===== config.mk =====
export PLATFORM = sky130hd
export DESIGN_NAME = pcsLoopbackTop
export DESIGN_NICKNAME = d
export VERILOG_FILES = /design/src/pcsPkg.sv /design/src/encoder8b10b.sv /design/src/codeGroupDecoder.sv /design/src/disparityChecker.sv /design/src/rxMerge.sv /design/src/pcsLoopbackTop.sv
export SDC_FILE = /design/constraint.sdc
export NUM_CORES = 1
export LEC_CHECK = 0
export ABC_CLOCK_PERIOD_IN_PS = 1830
export BUFFER_PORTS_ARGS = -buffer_cell sky130_fd_sc_hd__buf_2
export CAP_MARGIN = 25
export CORE_UTILIZATION = 58
export DETAILED_ROUTE_END_ITERATION = 8
export PLACE_DENSITY_LB_ADDON = 0.05
export REMOVE_ABC_BUFFERS = 1
export SKIP_CTS_REPAIR_TIMING = 1
export SYNTH_ARGS = -nofsm -noshare
export SYNTH_HDL_FRONTEND = slang
export SYNTH_SLANG_ARGS = --single-unit

===== constraint.sdc =====
create_clock -name SBYTECLK -period 1.83 [get_ports SBYTECLK]
set_input_delay 0 -clock SBYTECLK [delete_from_list [all_inputs] [get_ports SBYTECLK]]
set_output_delay 0 -clock SBYTECLK [all_outputs]
set_load 0.005 [all_outputs]

===== src/pcsPkg.sv =====
package pcsPkg;

   localparam int byteWidth = 8;
   localparam int groupWidth = 10;

   // a balanced code group carries as many ones as zeros.
   localparam int onesNeutral = groupWidth / 2;

   // bit 9 is a and bit 0 is j, in abcdeifghj order.
   typedef logic [groupWidth-1:0] codeGroup;

   typedef struct packed {
      logic [byteWidth-1:0] data;
      logic                 isK;
   } txByte;

   // rxIdle holds from reset until the first group has been decoded.
   typedef enum logic [1:0] {
      rxIdle,
      rxData,
      rxControl,
      rxCodeError
   } rxStatus;

   typedef struct packed {
      logic [byteWidth-1:0] data;
      logic                 isK;
      logic                 codeErr;
   } decodeResult;

   // dispErr stands apart from status, since a valid code can still arrive
   // at the wrong running disparity.
   typedef struct packed {
      logic [byteWidth-1:0] data;
      rxStatus              status;
      logic                 dispErr;
   } rxWord;

endpackage


===== src/encoder8b10b.sv =====
`timescale 1ns/1ns

module encoder8b10b import pcsPkg::*; (
   input  logic     SBYTECLK,
   input  logic     reset,
   input  txByte    txIn,
   output codeGroup txGroup,
   output logic     txDisparity
);

   typedef struct packed {
      logic [5:0] raw6;
      logic [3:0] raw4;
      logic       alt7;
      logic       compl6;
      logic       compl4;
   } encStage;

   logic a, b, c, d, e, f, g, h, k;
   logic aEqB, cEqD;
   logic l40, l04, l13, l31, l22;
   logic x24, x7;
   logic pos6, complOnNeg6, complOnPos6, flip6;
   logic complOnNeg4, complOnPos4, flip4;
   logic disp6;
   logic runDisp;
   logic [3:0] fixed4;
   encStage stageNext;
   encStage stageReg;

   // classify the low five bits by how many of A to D are set.
   always_comb begin
      {h, g, f, e, d, c, b, a} = txIn.data;
      k = txIn.isK;
      aEqB = (a == b);
      cEqD = (c == d);
      l40 = a & b & c & d;
      l04 = !a & !b & !c & !d;
      l13 = (!aEqB & !c & !d) | (!cEqD & !a & !b);
      l31 = (!aEqB & c & d) | (!cEqD & a & b);
      l22 = (a & b & !c & !d) | (c & d & !a & !b) | (!aEqB & !cEqD);
      x24 = e & d & !c & !b & !a;
      x7 = !e & !d & c & b & a;
   end

   // complement decisions for each sub-block, and whether it moves disparity.
   always_comb begin
      pos6 = k | (e & !l22 & !l13);
      complOnNeg6 = x24 | (!e & !l22 & !l31);
      complOnPos6 = pos6 | x7;
      flip6 = complOnNeg6 | pos6;
      complOnNeg4 = (!f & !g) | (k & (f ^ g));
      complOnPos4 = f & g;
      flip4 = (f & g & h) | (!f & !g);
      // the 3b/4b sub-block is coded at the disparity left by the 5b/6b one.
      disp6 = runDisp ^ flip6;
   end

   always_comb begin
      stageNext.raw6[5] = a;
      stageNext.raw6[4] = (b & !l40) | l04;
      stageNext.raw6[3] = l04 | c | x24;
      stageNext.raw6[2] = d & !(a & b & c);
      stageNext.raw6[1] = (e | l13) & !x24;
      stageNext.raw6[0] = (l22 & !e) | (e & l40) | (e & !d & !c & !(a & b)) |
                          (k & e & d & c & !b & !a) | (e & !d & c & !b & !a);
      stageNext.raw4 = {f, g | (!f & !g & !h), h, !h & (g ^ f)};
      // D.x.A7 avoids a run of five equal bits across the sub-block boundary.
      stageNext.alt7 = f & g & h & (k | (runDisp ? (!e & d & l31) : (e & !d & l13)));
      stageNext.compl6 = (complOnNeg6 & !runDisp) | (complOnPos6 & runDisp);
      stageNext.compl4 = (complOnNeg4 & !disp6) | (complOnPos4 & disp6);
   end

   assign fixed4 = {stageReg.raw4[3] & !stageReg.alt7,
                    stageReg.raw4[2],
                    stageReg.raw4[1],
                    stageReg.raw4[0] | stageReg.alt7};

   // runDisp already covers the byte in stage one, so txDisparity is delayed
   // by one cycle to line up with the group on txGroup.
   always_ff @(posedge SBYTECLK or posedge reset) begin
      if (reset) begin
         stageReg <= '0;
         runDisp <= 1'b0;
         txGroup <= '0;
         txDisparity <= 1'b0;
      end else begin
         stageReg <= stageNext;
         runDisp <= disp6 ^ flip4;
         txGroup <= {stageReg.raw6 ^ {6{stageReg.compl6}},
                     fixed4 ^ {4{stageReg.compl4}}};
         txDisparity <= runDisp;
      end
   end

endmodule


===== src/codeGroupDecoder.sv =====
`timescale 1ns/1ns

module codeGroupDecoder import pcsPkg::*; (
   input  logic        SBYTECLK,
   input  logic        reset,
   input  codeGroup    rxGroup,
   output decodeResult result
);

   logic [5:0] six;
   logic [3:0] four;
   logic [5:0] dec6;
   logic [3:0] dec4;
   logic [4:0] x;
   logic k28, a7, kx7, dataA7, badA7, badP7;
   logic [2:0] ones6;
   logic [2:0] ones4;
   logic rdPos6, rdNeg6, needPos4, needNeg4, dispBad;
   decodeResult nextResult;

   // returns {valid, EDCBA} for a data abcdei sub-block in either disparity form.
   function automatic logic [5:0] decode6(input logic [5:0] sub);
      case (sub)
         6'b100111, 6'b011000: decode6 = {1'b1, 5'd0};
         6'b011101, 6'b100010: decode6 = {1'b1, 5'd1};
         6'b101101, 6'b010010: decode6 = {1'b1, 5'd2};
         6'b110001:            decode6 = {1'b1, 5'd3};
         6'b110101, 6'b001010: decode6 = {1'b1, 5'd4};
         6'b101001:            decode6 = {1'b1, 5'd5};
         6'b011001:            decode6 = {1'b1, 5'd6};
         6'b111000, 6'b000111: decode6 = {1'b1, 5'd7};
         6'b111001, 6'b000110: decode6 = {1'b1, 5'd8};
         6'b100101:            decode6 = {1'b1, 5'd9};
         6'b010101:            decode6 = {1'b1, 5'd10};
         6'b110100:            decode6 = {1'b1, 5'd11};
         6'b001101:            decode6 = {1'b1, 5'd12};
         6'b101100:            decode6 = {1'b1, 5'd13};
         6'b011100:            decode6 = {1'b1, 5'd14};
         6'b010111, 6'b101000: decode6 = {1'b1, 5'd15};
         6'b011011, 6'b100100: decode6 = {1'b1, 5'd16};
         6'b100011:            decode6 = {1'b1, 5'd17};
         6'b010011:            decode6 = {1'b1, 5'd18};
         6'b110010:            decode6 = {1'b1, 5'd19};
         6'b001011:            decode6 = {1'b1, 5'd20};
         6'b101010:            decode6 = {1'b1, 5'd21};
         6'b011010:            decode6 = {1'b1, 5'd22};
         6'b111010, 6'b000101: decode6 = {1'b1, 5'd23};
         6'b110011, 6'b001100: decode6 = {1'b1, 5'd24};
         6'b100110:            decode6 = {1'b1, 5'd25};
         6'b010110:            decode6 = {1'b1, 5'd26};
         6'b110110, 6'b001001: decode6 = {1'b1, 5'd27};
         6'b001110:            decode6 = {1'b1, 5'd28};
         6'b101110, 6'b010001: decode6 = {1'b1, 5'd29};
         6'b011110, 6'b100001: decode6 = {1'b1, 5'd30};
         6'b101011, 6'b010100: decode6 = {1'b1, 5'd31};
         default:              decode6 = 6'b0;
      endcase
   endfunction

   // only all zeros and all ones are missing from the fghj table.
   function automatic logic [3:0] decode4(input logic [3:0] sub);
      case (sub)
         4'b1011, 4'b0100:                   decode4 = {1'b1, 3'd0};
         4'b1001:                            decode4 = {1'b1, 3'd1};
         4'b0101:                            decode4 = {1'b1, 3'd2};
         4'b1100, 4'b0011:                   decode4 = {1'b1, 3'd3};
         4'b1101, 4'b0010:                   decode4 = {1'b1, 3'd4};
         4'b1010:                            decode4 = {1'b1, 3'd5};
         4'b0110:                            decode4 = {1'b1, 3'd6};
         4'b1110, 4'b0001, 4'b0111, 4'b1000: decode4 = {1'b1, 3'd7};
         default:                            decode4 = 4'b0;
      endcase
   endfunction

   always_comb begin
      six = rxGroup[9:4];
      four = rxGroup[3:0];
      k28 = (six == 6'b001111) || (six == 6'b110000);
      dec6 = decode6(six);
      // K28 sent at positive disparity is the inverse of its negative form.
      dec4 = decode4((six == 6'b110000) ? ~four : four);
      x = k28 ? 5'd28 : dec6[4:0];
      a7 = (four == 4'b0111) || (four == 4'b1000);
      kx7 = a7 && !k28 && dec6[5] && (x inside {5'd23, 5'd27, 5'd29, 5'd30});
      dataA7 = ((four == 4'b0111) && (x inside {5'd17, 5'd18, 5'd20})) ||
               ((four == 4'b1000) && (x inside {5'd11, 5'd13, 5'd14}));
      badA7 = a7 && !k28 && !kx7 && !dataA7;
      badP7 = ((four == 4'b1110) && (six[1:0] == 2'b11)) ||
              ((four == 4'b0001) && (six[1:0] == 2'b00));
      ones6 = 3'($countones(six));
      ones4 = 3'($countones(four));
      // disparity left by the 6b sub-block must suit the form of the 4b one.
      rdPos6 = (ones6 == 3'd4) || (six == 6'b000111);
      rdNeg6 = (ones6 == 3'd2) || (six == 6'b111000);
      needNeg4 = (ones4 == 3'd3) || (four == 4'b1100);
      needPos4 = (ones4 == 3'd1) || (four == 4'b0011);
      dispBad = (rdPos6 && needNeg4) || (rdNeg6 && needPos4);
      nextResult.data = {dec4[2:0], x};
      nextResult.isK = k28 || kx7;
      nextResult.codeErr = !(dec6[5] || k28) || !dec4[3] || badA7 || badP7 || dispBad;
   end

   always_ff @(posedge SBYTECLK or posedge reset) begin
      if (reset) begin
         result <= '0;
      end else begin
         result <= nextResult;
      end
   end

endmodule


===== src/disparityChecker.sv =====
`timescale 1ns/1ns

module disparityChecker import pcsPkg::*; (
   input  logic     SBYTECLK,
   input  logic     reset,
   input  codeGroup rxGroup,
   output logic     dispErr
);

   logic [3:0] ones;
   logic posGroup;
   logic negGroup;
   logic runDisp;

   always_comb begin
      ones = 4'($countones(rxGroup));
      posGroup = (ones == 4'(onesNeutral + 1));
      negGroup = (ones == 4'(onesNeutral - 1));
   end

   // runDisp high means positive.
   // a group with any other count is left to the decoder.
   always_ff @(posedge SBYTECLK or posedge reset) begin
      if (reset) begin
         runDisp <= 1'b0;
         dispErr <= 1'b0;
      end else begin
         dispErr <= (posGroup && runDisp) || (negGroup && !runDisp);
         // an unbalanced group moves disparity even when it arrives in error.
         if (posGroup || negGroup) begin
            runDisp <= !runDisp;
         end
      end
   end

endmodule


===== src/rxMerge.sv =====
`timescale 1ns/1ns

module rxMerge import pcsPkg::*; #(
   parameter int errCountWidth = 8
) (
   input  logic                     SBYTECLK,
   input  logic                     reset,
   input  decodeResult              result,
   input  logic                     dispErr,
   output rxWord                    rxOut,
   output logic [errCountWidth-1:0] errCount
);

   localparam logic [errCountWidth-1:0] errMax = '1;

   logic primed;
   logic wordErr;
   rxWord nextWord;

   always_comb begin
      nextWord.dispErr = dispErr;
      if (result.codeErr) begin
         nextWord.data = '0;
         nextWord.status = rxCodeError;
      end else begin
         nextWord.data = result.data;
         nextWord.status = result.isK ? rxControl : rxData;
      end
      wordErr = result.codeErr || dispErr;
   end

   // for the first cycle out of reset the receive blocks still hold their
   // reset values, so the word stays idle until primed is set.
   always_ff @(posedge SBYTECLK or posedge reset) begin
      if (reset) begin
         primed <= 1'b0;
         rxOut.data <= '0;
         rxOut.status <= rxIdle;
         rxOut.dispErr <= 1'b0;
         errCount <= '0;
      end else begin
         primed <= 1'b1;
         if (primed) begin
            rxOut <= nextWord;
            if (wordErr && (errCount != errMax)) begin
               errCount <= errCount + 1'b1;
            end
         end
      end
   end

endmodule


===== src/pcsLoopbackTop.sv =====
`timescale 1ns/1ns

module pcsLoopbackTop import pcsPkg::*; #(
   parameter int errCountWidth = 8
) (
   input  logic                     SBYTECLK,
   input  logic                     reset,
   input  txByte                    txIn,
   output codeGroup                 txGroup,
   output logic                     txDisparity,
   input  codeGroup                 rxGroup,
   output rxWord                    rxOut,
   output logic [errCountWidth-1:0] errCount
);

   decodeResult decoded;
   logic groupDispErr;

   encoder8b10b encoder0 (
      .SBYTECLK    (SBYTECLK),
      .reset       (reset),
      .txIn        (txIn),
      .txGroup     (txGroup),
      .txDisparity (txDisparity)
   );

   // decoder and checker look at the same group in the same cycle.
   codeGroupDecoder decoder0 (
      .SBYTECLK (SBYTECLK),
      .reset    (reset),
      .rxGroup  (rxGroup),
      .result   (decoded)
   );

   disparityChecker checker0 (
      .SBYTECLK (SBYTECLK),
      .reset    (reset),
      .rxGroup  (rxGroup),
      .dispErr  (groupDispErr)
   );

   rxMerge #(
      .errCountWidth (errCountWidth)
   ) merge0 (
      .SBYTECLK (SBYTECLK),
      .reset    (reset),
      .result   (decoded),
      .dispErr  (groupDispErr),
      .rxOut    (rxOut),
      .errCount (errCount)
   );

endmodule


# Yosys cells after proc, flatten, opt, wreduce, memory -nomap -nowiden
# Memories as Yosys holds them, arrays and structs flattened.
# Index checks and enable logic that the tools add are counted.
word_totals:
  reg_bits: 57
  rom_bits: 448
  in_bits: 21
  output_inout_bits: 30
  elab_cells: 221
  n_memories: 2
memory_table:
  columns: ["name", "words", "width", "rd", "rd_ports_with_merged_regs", "write_ports", "line_no", "source"]
  rows:
  - ["(no name shown)", 64, 6, 1, 0, 0, "codeGroupDecoder.sv:23", "case (sub)"]
  - ["(no name shown)", 16, 4, 1, 0, 0, "codeGroupDecoder.sv:62", "case (sub)"]
classes:
  n_addsub: 11
  eq_ne: 30
  muxes: 5
  n_bitwise: 92
  n_reduce_logical: 63
ops:
  columns: ["operator", "count"]
  rows:
  - ["1-bit bitwise AND", 63]
  - ["5-bit equality test, second input constant", 7]
  - ["1-bit zero test", 26]
  - ["1-bit OR", 23]
  - ["1-bit logical OR", 18]
  - ["5-bit by 4-bit equality test with 1-bit output, second input constant", 3]
  - ["1-bit logical AND", 14]
  - ["4-bit by 3-bit equality test with 1-bit output, second input constant", 3]
  - ["4-bit equality test, second input constant", 3]
  - ["6-bit equality test, second input constant", 2]
  - ["1-bit by 1-bit adder with 2-bit output", 5]
  - ["10-bit 2-to-1 mux", 1]
  - ["8-bit by 1-bit adder with 8-bit output, second input constant", 1]
  - ["8-bit != test, second input constant", 1]
  - ["2-bit by 2-bit adder with 3-bit output", 2]
  - ["3-bit by 2-bit equality test with 1-bit output, second input constant", 2]
  - ["6-bit by 3-bit equality test with 1-bit output, second input constant", 1]
  - ["6-bit by 4-bit equality test with 1-bit output, second input constant", 1]
  - ["3-bit nonzero test", 2]
  - ["6-bit XOR", 1]
  - ["5-bit 2-to-1 mux", 1]
  - ["3-bit by 3-bit adder with 4-bit output", 1]
  - ["4-bit adder", 1]
  - ["4-bit by 1-bit equality test with 1-bit output, second input constant", 1]
  - ["other kinds (15)", 18]

# Logic depth before layout (Yosys ltp)
# Gate-level depths: netlist (run 1).
depth:
  ltp_word: 14
  mapped_depth: 12
  depth_no_buf: 12

# Hierarchy
# A second synthesis (run 1) with hierarchy kept.
unflattened:
  hier_cells: 429
  hier_area_um2: 4102.7
modules_own_cells:
  columns: ["module", "n_inst", "cells_per_inst", "area_per_inst_um2", "seq_area_each_um2"]
  rows:
  - ["codeGroupDecoder", 1, 215, 1765.4, 250.2]
  - ["encoder8b10b", 1, 101, 1163.6, 625.6]
  - ["rxMerge", 1, 85, 882.1, 500.5]
  - ["disparityChecker", 1, 28, 291.5, 50.0]

# Worst setup path after synthesis (run 1)
# OpenSTA, ideal clock, no wires.
synth_timing:
  path_type: "input -> register"
  start: "input rxGroup[4]"
  end: "register checker0.runDisp"
  setup_time_ns: 0.123
  arrival_time_ns: 2.468
  required_time_ns: 1.707
  path_slack_ns: -0.761
  path_stages: 11
  path_buffers: 0
  path_cell_list: "fa_1 ha_1 ha_1 inv_1 fa_1 inv_1 ha_1 inv_1 fa_1 nand3b_1 xnor2_1"
synth_via:
  elab_chain_len: 6
  word_cells_on_any_way: 7
  classes_between: "add/sub (4); eq/ne (2); reduce/logical (1)"
synth_rtl:
  columns: ["item", "line_no", "source"]
  rows:
  - ["from (decl)", "pcsLoopbackTop.sv:11", "input codeGroup rxGroup,"]
  - ["1-bit by 1-bit adder with 2-bit output (implied by the code) *", "disparityChecker.sv:16", "ones = 4'($countones(rxGroup));"]
  - ["2-bit by 2-bit adder with 3-bit output *", null, null]
  - ["3-bit by 3-bit adder with 4-bit output (implied by the code) *", "disparityChecker.sv:16", null]
  - ["4-bit adder (implied by the code) *", "disparityChecker.sv:16", null]
  - ["4-bit by 3-bit equality test with 1-bit output (on tied branches)", "disparityChecker.sv:17, disparityChecker.sv:18", null]
  - ["1-bit logical OR *", "disparityChecker.sv:30", "if (posGroup || negGroup) begin"]
  - ["to (signal assigned)", "disparityChecker.sv:31", "runDisp <= !runDisp;"]
  - ["to (decl)", "disparityChecker.sv:13", "logic runDisp;"]
# Mark *: on every way between the ends. The rest lies on a longest branch, timed or not.
# A chain may end at the register's enable or synchronous reset.

# Worst setup path in the final report (run 1)
layout_timing:
  start: "input rxGroup[7]"
  end: "register checker0.runDisp"
# The elaborated chain is that of the path after synthesis.

==> summary.md, run 1 <==
| Metric | Value |
|---|---|
| Run status | finished, violations left |
| Violations in the final reports | hold timing, setup timing |
| Library cell used as clock root buffer | clkbuf_8 |
| Worst Tran Pin Value | 0.525 ns |
| Remaining antenna violation count | 0 |
| Layout area overhead | 34.5% |
| Max-slew violations | 0 |
| Endpoint type of the worst setup path | register |
| Most instantiated flip-flop cell in the synthesis netlist | dfrtp_1 |
| Minimum clock period after layout | 2.45 ns |
| CORE AREA | 6100 um^2 |
| #FFs+latches synth | 57 |
| Total half-perimeter wirelength after legalization and detailed placement | 6250 um |
| Initial Util | 0.617 |
| Minimum setup slack in the final design | -0.617 ns |
| Largest area contributor in the netlist | dfrtp_1 |
| Peak supply drop | 0.000945 V |
| Number of enable flip-flop cells after synthesis | 0 |
| Port Buffer Count | 50 |
| Die H | 82.5 um |
| Unrepaired setup endpoints after global routing | yes |
| Unique cell type count in the Yosys netlist | 75 |
| Max capacitance violation total | 0 |
| Cell area power density | 891 nW/um^2 |
| Clock insertion delay at the later pin of the skew report | 0.32 ns |
| TritonCTS clock tree | built |
| Io pins | 51 |
| Nets@finish | 572 |
| Count of final setup violators | 4 |
| Via/cell ratio | 5.66 |
| Residual DRC count | 0 |
| Portion of total power attributed to the clock network | 0.250 |
| Sequential area share after synthesis | 0.379 |
| Clock sink total | 57 |
| Full die area | 6810 um^2 |
| Cell count after synthesis | 395 |
| Internal power | 3.09 mW |
| Biggest fanout along the worst timing path | 2 |
| Horizontal die dimension | 82.5 um |
| Final wirelength | 9020 um |
| Number of placed cells counting well taps | 571 |
| Std cell rows | 28 |
| Worst Path Class, Setup | input port to register |
| Via count | 3383 |
| Worst Skew | 0.00810 ns |
| Arrival time at the worst endpoint | 2.65 ns |
| Power share of the combinational group | 0.344 |
| Sequential power share | 0.406 |
| Post-route fraction of the period consumed by the critical path | 1.34 |
| Proportion of register bits with asynchronous set or reset after synthesis | 1.00 |
| Cell area after synthesis | 3760 um^2 |
| Total net switching power | 1.42 mW |
| Iteration count of the initial detailed-routing pass | 5 |
| Leakage | 2.35 nW |
| Sw Ratio | 0.315 |
| Share of the synthesized area in the top cell type | 0.379 |
| Hold Path Class | input port to register |
| Non-filler cells in the finished layout | 598 |
| Total routing usage reported by global routing | 0.247 |
| Bufs on Longest Clock Path | 2 |
| Cts bufs inserted | 9 |
| DR WL/cell | 15.1 um |
| Global route overflow | 0 |
| Top area cells in the synthesized netlist | dfrtp_1 38%, ha_1 8.7%, o21ai_0 3.7%, inv_1 3.5%, nand2_1 3.3% |
| Routability congestion estimate | 0.875 |
| Avg Synthesized Cell Area | 9.52 um^2 |
| Layout cells sized above 1 | 0.369 |
| Initial antenna violation count | 0 |
| Critical Path Start Type | input port |
| Vias in the first global route | 2910 |
| Diode count | 0 |
| Max-slew headroom at the worst pin | 0.641 |
| Total of warnings raised by yosys | 0 |
| Maximum number of pins on one net before global-route repair | 35 |
| Number of hold violations in the final report | 1 |
| Clock edge transition at the registers on the reported setup and hold paths | 0.06 ns |
| First-pass GRT wire length | 12800 um |
| H-tree Lvls | 3 |
| Initial drt markers | 208 |
| Required time of the critical path | 2.04 ns |
| WHS | -0.00222 ns |
| Highest clock frequency the design can meet | 409 MHz |
[final cells by class]
cell class	instances	area (um^2)
Multi-Input combinational cell	286	2280
Sequential cell	57	1430
Fill cell	369	1040
Timing Repair Buffer	130	923
Clock buffer	12	155
Inverter	35	139
Tap cell	75	93.8
Clock inverter	3	40.0
[cells by family after synthesis]
family                     count (synthesis)  synth area share
and+or+nand+nor                          122             0.171
AOI/OAI and AO/OA                        101             0.188
DFF                                       57             0.379
buffers and inverters                     52            0.0686
adders and majority gates                 34             0.124
xor gates and xnor gates                  24            0.0559
muxes                                      4            0.0116
other                                      1          0.000997
[power groups by stage]
stage          registers [mW]  logic, mW  clock network [mW]
3_5_place_dp             1.83       1.39                   0
5_1_grt                  1.89       1.73                1.20
6_report                 1.83       1.55                1.13
3_3_place_gp             1.82       1.33                   0
2_1_floorplan            1.84      0.729                   0
4_1_cts                  1.81       1.39                1.14
[synth_stat cells, drive strengths merged, types with 3 or more instances]
| library cell | instances |
|---|---|
| a2111oi | 3 |
| a21boi | 3 |
| a21oi | 24 |
| a31oi | 5 |
| and2 | 3 |
| and3 | 5 |
| buf | 8 |
| clkbuf | 9 |
| dfrtp | 57 |
| fa | 6 |
| ha | 26 |
| inv | 35 |
| mux2 | 3 |
| nand2 | 34 |
| nand2b | 10 |
| nand3 | 5 |
| nand3b | 4 |
| nand4 | 8 |
| nor2 | 28 |
| nor2b | 6 |
| nor3 | 4 |
| nor4 | 3 |
| o21ai | 30 |
| o22ai | 3 |
| o31ai | 3 |
| or3 | 3 |
| xnor2 | 12 |
| xor2 | 12 |
[through the flow]
step | TNS (ns) | setup slack, ns | power (mW) | area (um^2) | util
2_1_floorplan | -3.64 | -0.971 | 2.57 | 3630 | -
3_3_place_gp | -4.67 | -1.02 | 3.15 | 4500 | 0.738
3_5_place_dp | -5.09 | -1.11 | 3.22 | 4500 | 0.738
4_1_cts | -2.58 | -0.749 | 4.35 | 4700 | 0.770
5_1_grt | -2.32 | -0.711 | 4.81 | 5060 | 0.830
6_report | -1.95 | -0.617 | 4.51 | 5060 | 0.830
[cells in the final DEF (no fill, tap or decap), types with 4 or more instances in the layout]
cell,synthesis,final
buf_4,3,70
dfrtp_1,57,57
buf_2,1,46
nand2_1,33,32
inv_1,35,28
nor2_1,27,27
o21ai_0,28,26
a21oi_1,24,23
ha_1,26,17
xor2_1,12,12
clkbuf_8,2,11
nand2b_1,10,10
xnor2_1,12,10
nand4_1,8,8
nor2b_1,6,6
buf_6,4,6
inv_2,0,5
nand3_1,5,5
ha_2,0,5
dlygate4sd3_1,0,5
nand3b_1,4,4
a31oi_1,4,4
and3_1,4,4
fa_1,6,4
ha_4,0,4
[critical path: stages]
cell,delay (ns)
buf_8,0.10
fa_1,0.52
ha_2,0.23
ha_4,0.26
inv_2,0.03
fa_1,0.42
inv_1,0.07
ha_2,0.16
inv_2,0.04
fa_2,0.38
xor2_1,0.15
nand3b_1,0.14
xnor2_1,0.15
[flip-flops by register name, indices dropped and copies added, names as in the netlist]
register and count:
encoder0.fixed4 2, encoder0.runDisp 1, decoder0.result 10, encoder0.stageReg 11
merge0.errCount 8, encoder0.txDisparity 1, encoder0.txGroup 10, merge0.primed 1
checker0.dispErr 1, merge0.rxOut 11, checker0.runDisp 1
[final timing paths]
kind,cells past startpoint,end,from,slack (ns)
worst min register to register,1,encoder0.txGroup[6],encoder0.stageReg[9],0.42
worst max register to register,7,merge0.errCount[3],merge0.errCount[3],0.08
worst max-delay path,13,checker0.runDisp,rxGroup[7],-0.62
min in group asynchronous,3,merge0.errCount[7],reset,0.25
worst min-delay path,2,encoder0.stageReg[2],txIn[0],-0.002
max in group asynchronous,4,encoder0.stageReg[11],reset,1.03
[routing by layer]
layer | GRT usage | vias up | share of wire
met3 | 0.0418 | 13 | 0.047
met4 | 0.0948 | 0 | 0.016
met1 | 0.311 | 1628 | 0.41
met2 | 0.423 | 110 | 0.52
li1 | - | 1632 | -
met5 | 0 | - | 0
Power figures use the tool's default switching activity.
==> run 2, diff against run 1 <==
--- a/config.mk
+++ b/config.mk
@@ -10,6 +10,7 @@
 export CAP_MARGIN = 25
 export CORE_UTILIZATION = 58
 export DETAILED_ROUTE_END_ITERATION = 8
+export HOLD_SLACK_MARGIN = 0.1
 export PLACE_DENSITY_LB_ADDON = 0.05
 export REMOVE_ABC_BUFFERS = 1
 export SKIP_CTS_REPAIR_TIMING = 1
==> run 2 against run 1 <==
  * The run ends with setup timing left
  * Critical path depth is the same
  * Clock power is essentially flat
  * Non-clock buffer count grew 3
  * Cell count grew 0.50%
  * Power grew 0.52%
  * Hold slack gained 0.064 ns
  * Register-to-register slack is essentially flat
  * Largest power group unchanged
==> summary.md, run 2 (same netlist as run 1, synthesis figures left out) <==
| Metric | Value |
|---|---|
| Sw Ratio | 0.318 (was 0.315) |
| Power share of the combinational group | 0.344 (about the same) |
| Clock insertion delay at the later pin of the skew report | 0.33 ns (was 0.32 ns) |
| Highest-count cells in the layout ignoring fill and taps | 70 x buf_4, 57 x dfrtp_1, 46 x buf_2 (unchanged) |
| Number of buffers and inverters on the critical path | 4 (unchanged) |
| TritonCTS clock tree | built (unchanged) |
| Highest clock frequency the design can meet | 410 MHz (was 409 MHz) |
| Max-slew violations | 0 (unchanged) |
| Dpl ws | -1.11 ns (unchanged) |
| Cts bufs inserted | 9 (unchanged) |
| Critical path startpoint | rxGroup[7] (unchanged) |
| Minimum clock period after layout | 2.44 ns (was 2.45 ns) |
| Vias in the first global route | 2910 (unchanged) |
| Die H | 82.5 um (unchanged) |
| Layout area overhead | 35.3% (was 34.5%) |
| Global route overflow | 0 (unchanged) |
| Port Buffer Count | 50 (unchanged) |
| Full die area | 6810 um^2 (unchanged) |
| Violations in the final reports | setup timing (was hold timing, setup timing) |
| Routability congestion estimate | 0.875 (unchanged) |
| Biggest fanout along the worst timing path | 2 (unchanged) |
| Max-slew headroom at the worst pin | 0.632 (was 0.641) |
| DR WL/cell | 15.5 um (was 15.1 um) |
| Count of cell instances traversed by the critical path | 13 (unchanged) |
| Cell area power density | 890 nW/um^2 (was 891 nW/um^2) |
| Setup TNS | -1.93 ns (was -1.95 ns) |
| Minimum setup slack in the final design | -0.612 ns (was -0.617 ns) |
| Required time of the critical path | 2.04 ns (about the same) |
| Post-route standard cell area excluding fillers | 5090 um^2 (was 5060 um^2) |
| Hold Path Class | input port to register (unchanged) |
| Library cell used as clock root buffer | clkbuf_8 (unchanged) |
| Peak supply drop | 0.000942 V (was 0.000945 V) |
| Iteration count of the initial detailed-routing pass | 5 (unchanged) |
| Biggest cell delay along the critical path | 0.52 ns (about the same) |
| Initial Util | 0.617 (unchanged) |
| Sequential power share | 0.404 (was 0.406) |
| Capture instance of the worst register-to-register path | merge0.errCount[3] (unchanged) |
| Worst Path Class, Setup | input port to register (unchanged) |
| Std cell rows | 28 (unchanged) |
| Internal power | 3.09 mW (about the same) |
| Residual DRC count | 0 (unchanged) |
| Io pins | 51 (unchanged) |
| Power consumption | 4.53 mW (was 4.51 mW) |
| Initial drt markers | 244 (was 208) |
| Post-route fraction of the period consumed by the critical path | 1.33 (was 1.34) |
| Clock edge transition at the registers on the reported setup and hold paths | 0.06 ns (about the same) |
| Run status | finished, violations left (unchanged) |
| Endpoint type of the worst setup path | register (unchanged) |
| Critical Path Start Type | input port (unchanged) |
| Area post-placement | 4500 um^2 (unchanged) |
| Reg-to-reg setup timing slack | 0.08 ns (about the same) |
| Nets@finish | 575 (was 572) |
| Worst Tran Pin Value | 0.538 ns (was 0.525 ns) |
| Layout cells sized above 1 | 0.367 (was 0.369) |
| Total routing usage reported by global routing | 0.247 (unchanged) |
| Endpoint of the worst setup timing path | checker0.runDisp (unchanged) |
| Via count | 3400 (was 3383) |
| Remaining antenna violation count | 0 (unchanged) |
| Arrival time at the worst endpoint | 2.65 ns (about the same) |
| Unrepaired setup endpoints after global routing | yes (unchanged) |
| Leading cell type in the layout, fill and taps excluded | buf_4 (unchanged) |
| Final wirelength | 9300 um (was 9020 um) |
| Cell breakdown of the critical path | buf_8, fa_1, ha_2, ha_4, inv_2, fa_1, inv_1, ha_2, inv_2, fa_2, xor2_1, nand3b_1, xnor2_1 (unchanged) |
| Count of final setup violators | 4 (unchanged) |
| Depth of the worst register-to-register path | 7 (unchanged) |
| Number of hold violations in the final report | 0 (was 1) |
| Crit path max-delay cell type | fa_1 (unchanged) |
| Initial antenna violation count | 0 (unchanged) |
| Largest regs | encoder0.stageReg (11), merge0.rxOut (11) (unchanged) |
| Worst Skew | 0.00453 ns (was 0.00810 ns) |
| Bufs on Longest Clock Path | 2 (unchanged) |
| Diode count | 0 (unchanged) |
| Portion of total power attributed to the clock network | 0.252 (was 0.250) |
| Launch point of the worst reg-to-reg path | merge0.errCount[3] (unchanged) |
| Horizontal die dimension | 82.5 um (unchanged) |
| Clock sink total | 57 (unchanged) |
| Total half-perimeter wirelength after legalization and detailed placement | 6250 um (unchanged) |
| Via/cell ratio | 5.66 (about the same) |
| Max capacitance violation total | 0 (unchanged) |
| CORE AREA | 6100 um^2 (unchanged) |
| Crit-path leading delay family | adder cells (unchanged) |
| Fill cells | 356 (was 369) |
| First-pass GRT wire length | 12800 um (unchanged) |
| Maximum number of pins on one net before global-route repair | 35 (unchanged) |
| Leakage | 2.37 nW (was 2.35 nW) |
| Total net switching power | 1.44 mW (was 1.42 mW) |
| H-tree Lvls | 3 (unchanged) |
## run 2: worst register-to-register path, cell delays in order (launching register included)
cell and delay [ns]:
dfrtp_1 0.44, and3_1 0.23, and3_1 0.20, a31oi_1 0.18, buf_4 0.17, and3_1 0.21, nand2_1 0.08, xnor2_1 0.13
## run 2: power groups by stage
| stage | clock network [mW] | registers [mW] | logic, mW |
|---|---|---|---|
| after floorplan | 0 | 1.84 | 0.729 |
| after global placement | 0 | 1.82 | 1.33 |
| after detailed placement | 0 | 1.83 | 1.39 |
| after CTS | 1.14 | 1.81 | 1.39 |
| after global routing | 1.20 | 1.89 | 1.74 |
| final | 1.14 | 1.83 | 1.56 |
## run 2: worst min-delay path by stage
stage,slack [ns],from,depth (start not counted),endpoint
floorplan,0.03,txIn[8],0,encoder0.fixed4[1]
global placement,0.05,reset,2,merge0.errCount[6]
detailed placement,0.06,reset,2,merge0.errCount[6]
CTS,-0.29,reset,2,merge0.errCount[5]
global route,0.11,txIn[2],4,encoder0.stageReg[11]
finish,0.06,txIn[2],4,encoder0.stageReg[11]
## run 2: area by class of cell
cell class	instances	area (um^2)	share of cell area
inverter	35	139	0.0273
clock buffer	12	155	0.0305
timing repair buffer	133	953	0.187
multi-input combinational	286	2280	0.448
sequential	57	1430	0.280
tap	75	93.8	0.0184
clock inverter	3	40.0	0.00787
## run 2: per-stage QoR
stage / instances / util / hold slack [ns]
finish: 601 / 0.835 / 0.0616
global route: 601 / 0.835 / 0.109
CTS: 586 / 0.770 / -0.287
detailed placement: 571 / 0.738 / 0.0601
global placement: 571 / 0.738 / 0.0510
floorplan: 378 / - / 0.0314
## run 2: per-layer routing
| metal | wire length (um) | track usage | vias to the layer above |
|---|---|---|---|
| met5 | 0 | 0 | - |
| met1 | 3840 | 0.311 | 1632 |
| met4 | 172 | 0.0948 | 0 |
| met3 | 441 | 0.0418 | 19 |
| li1 | - | - | 1637 |
| met2 | 4850 | 0.423 | 112 |
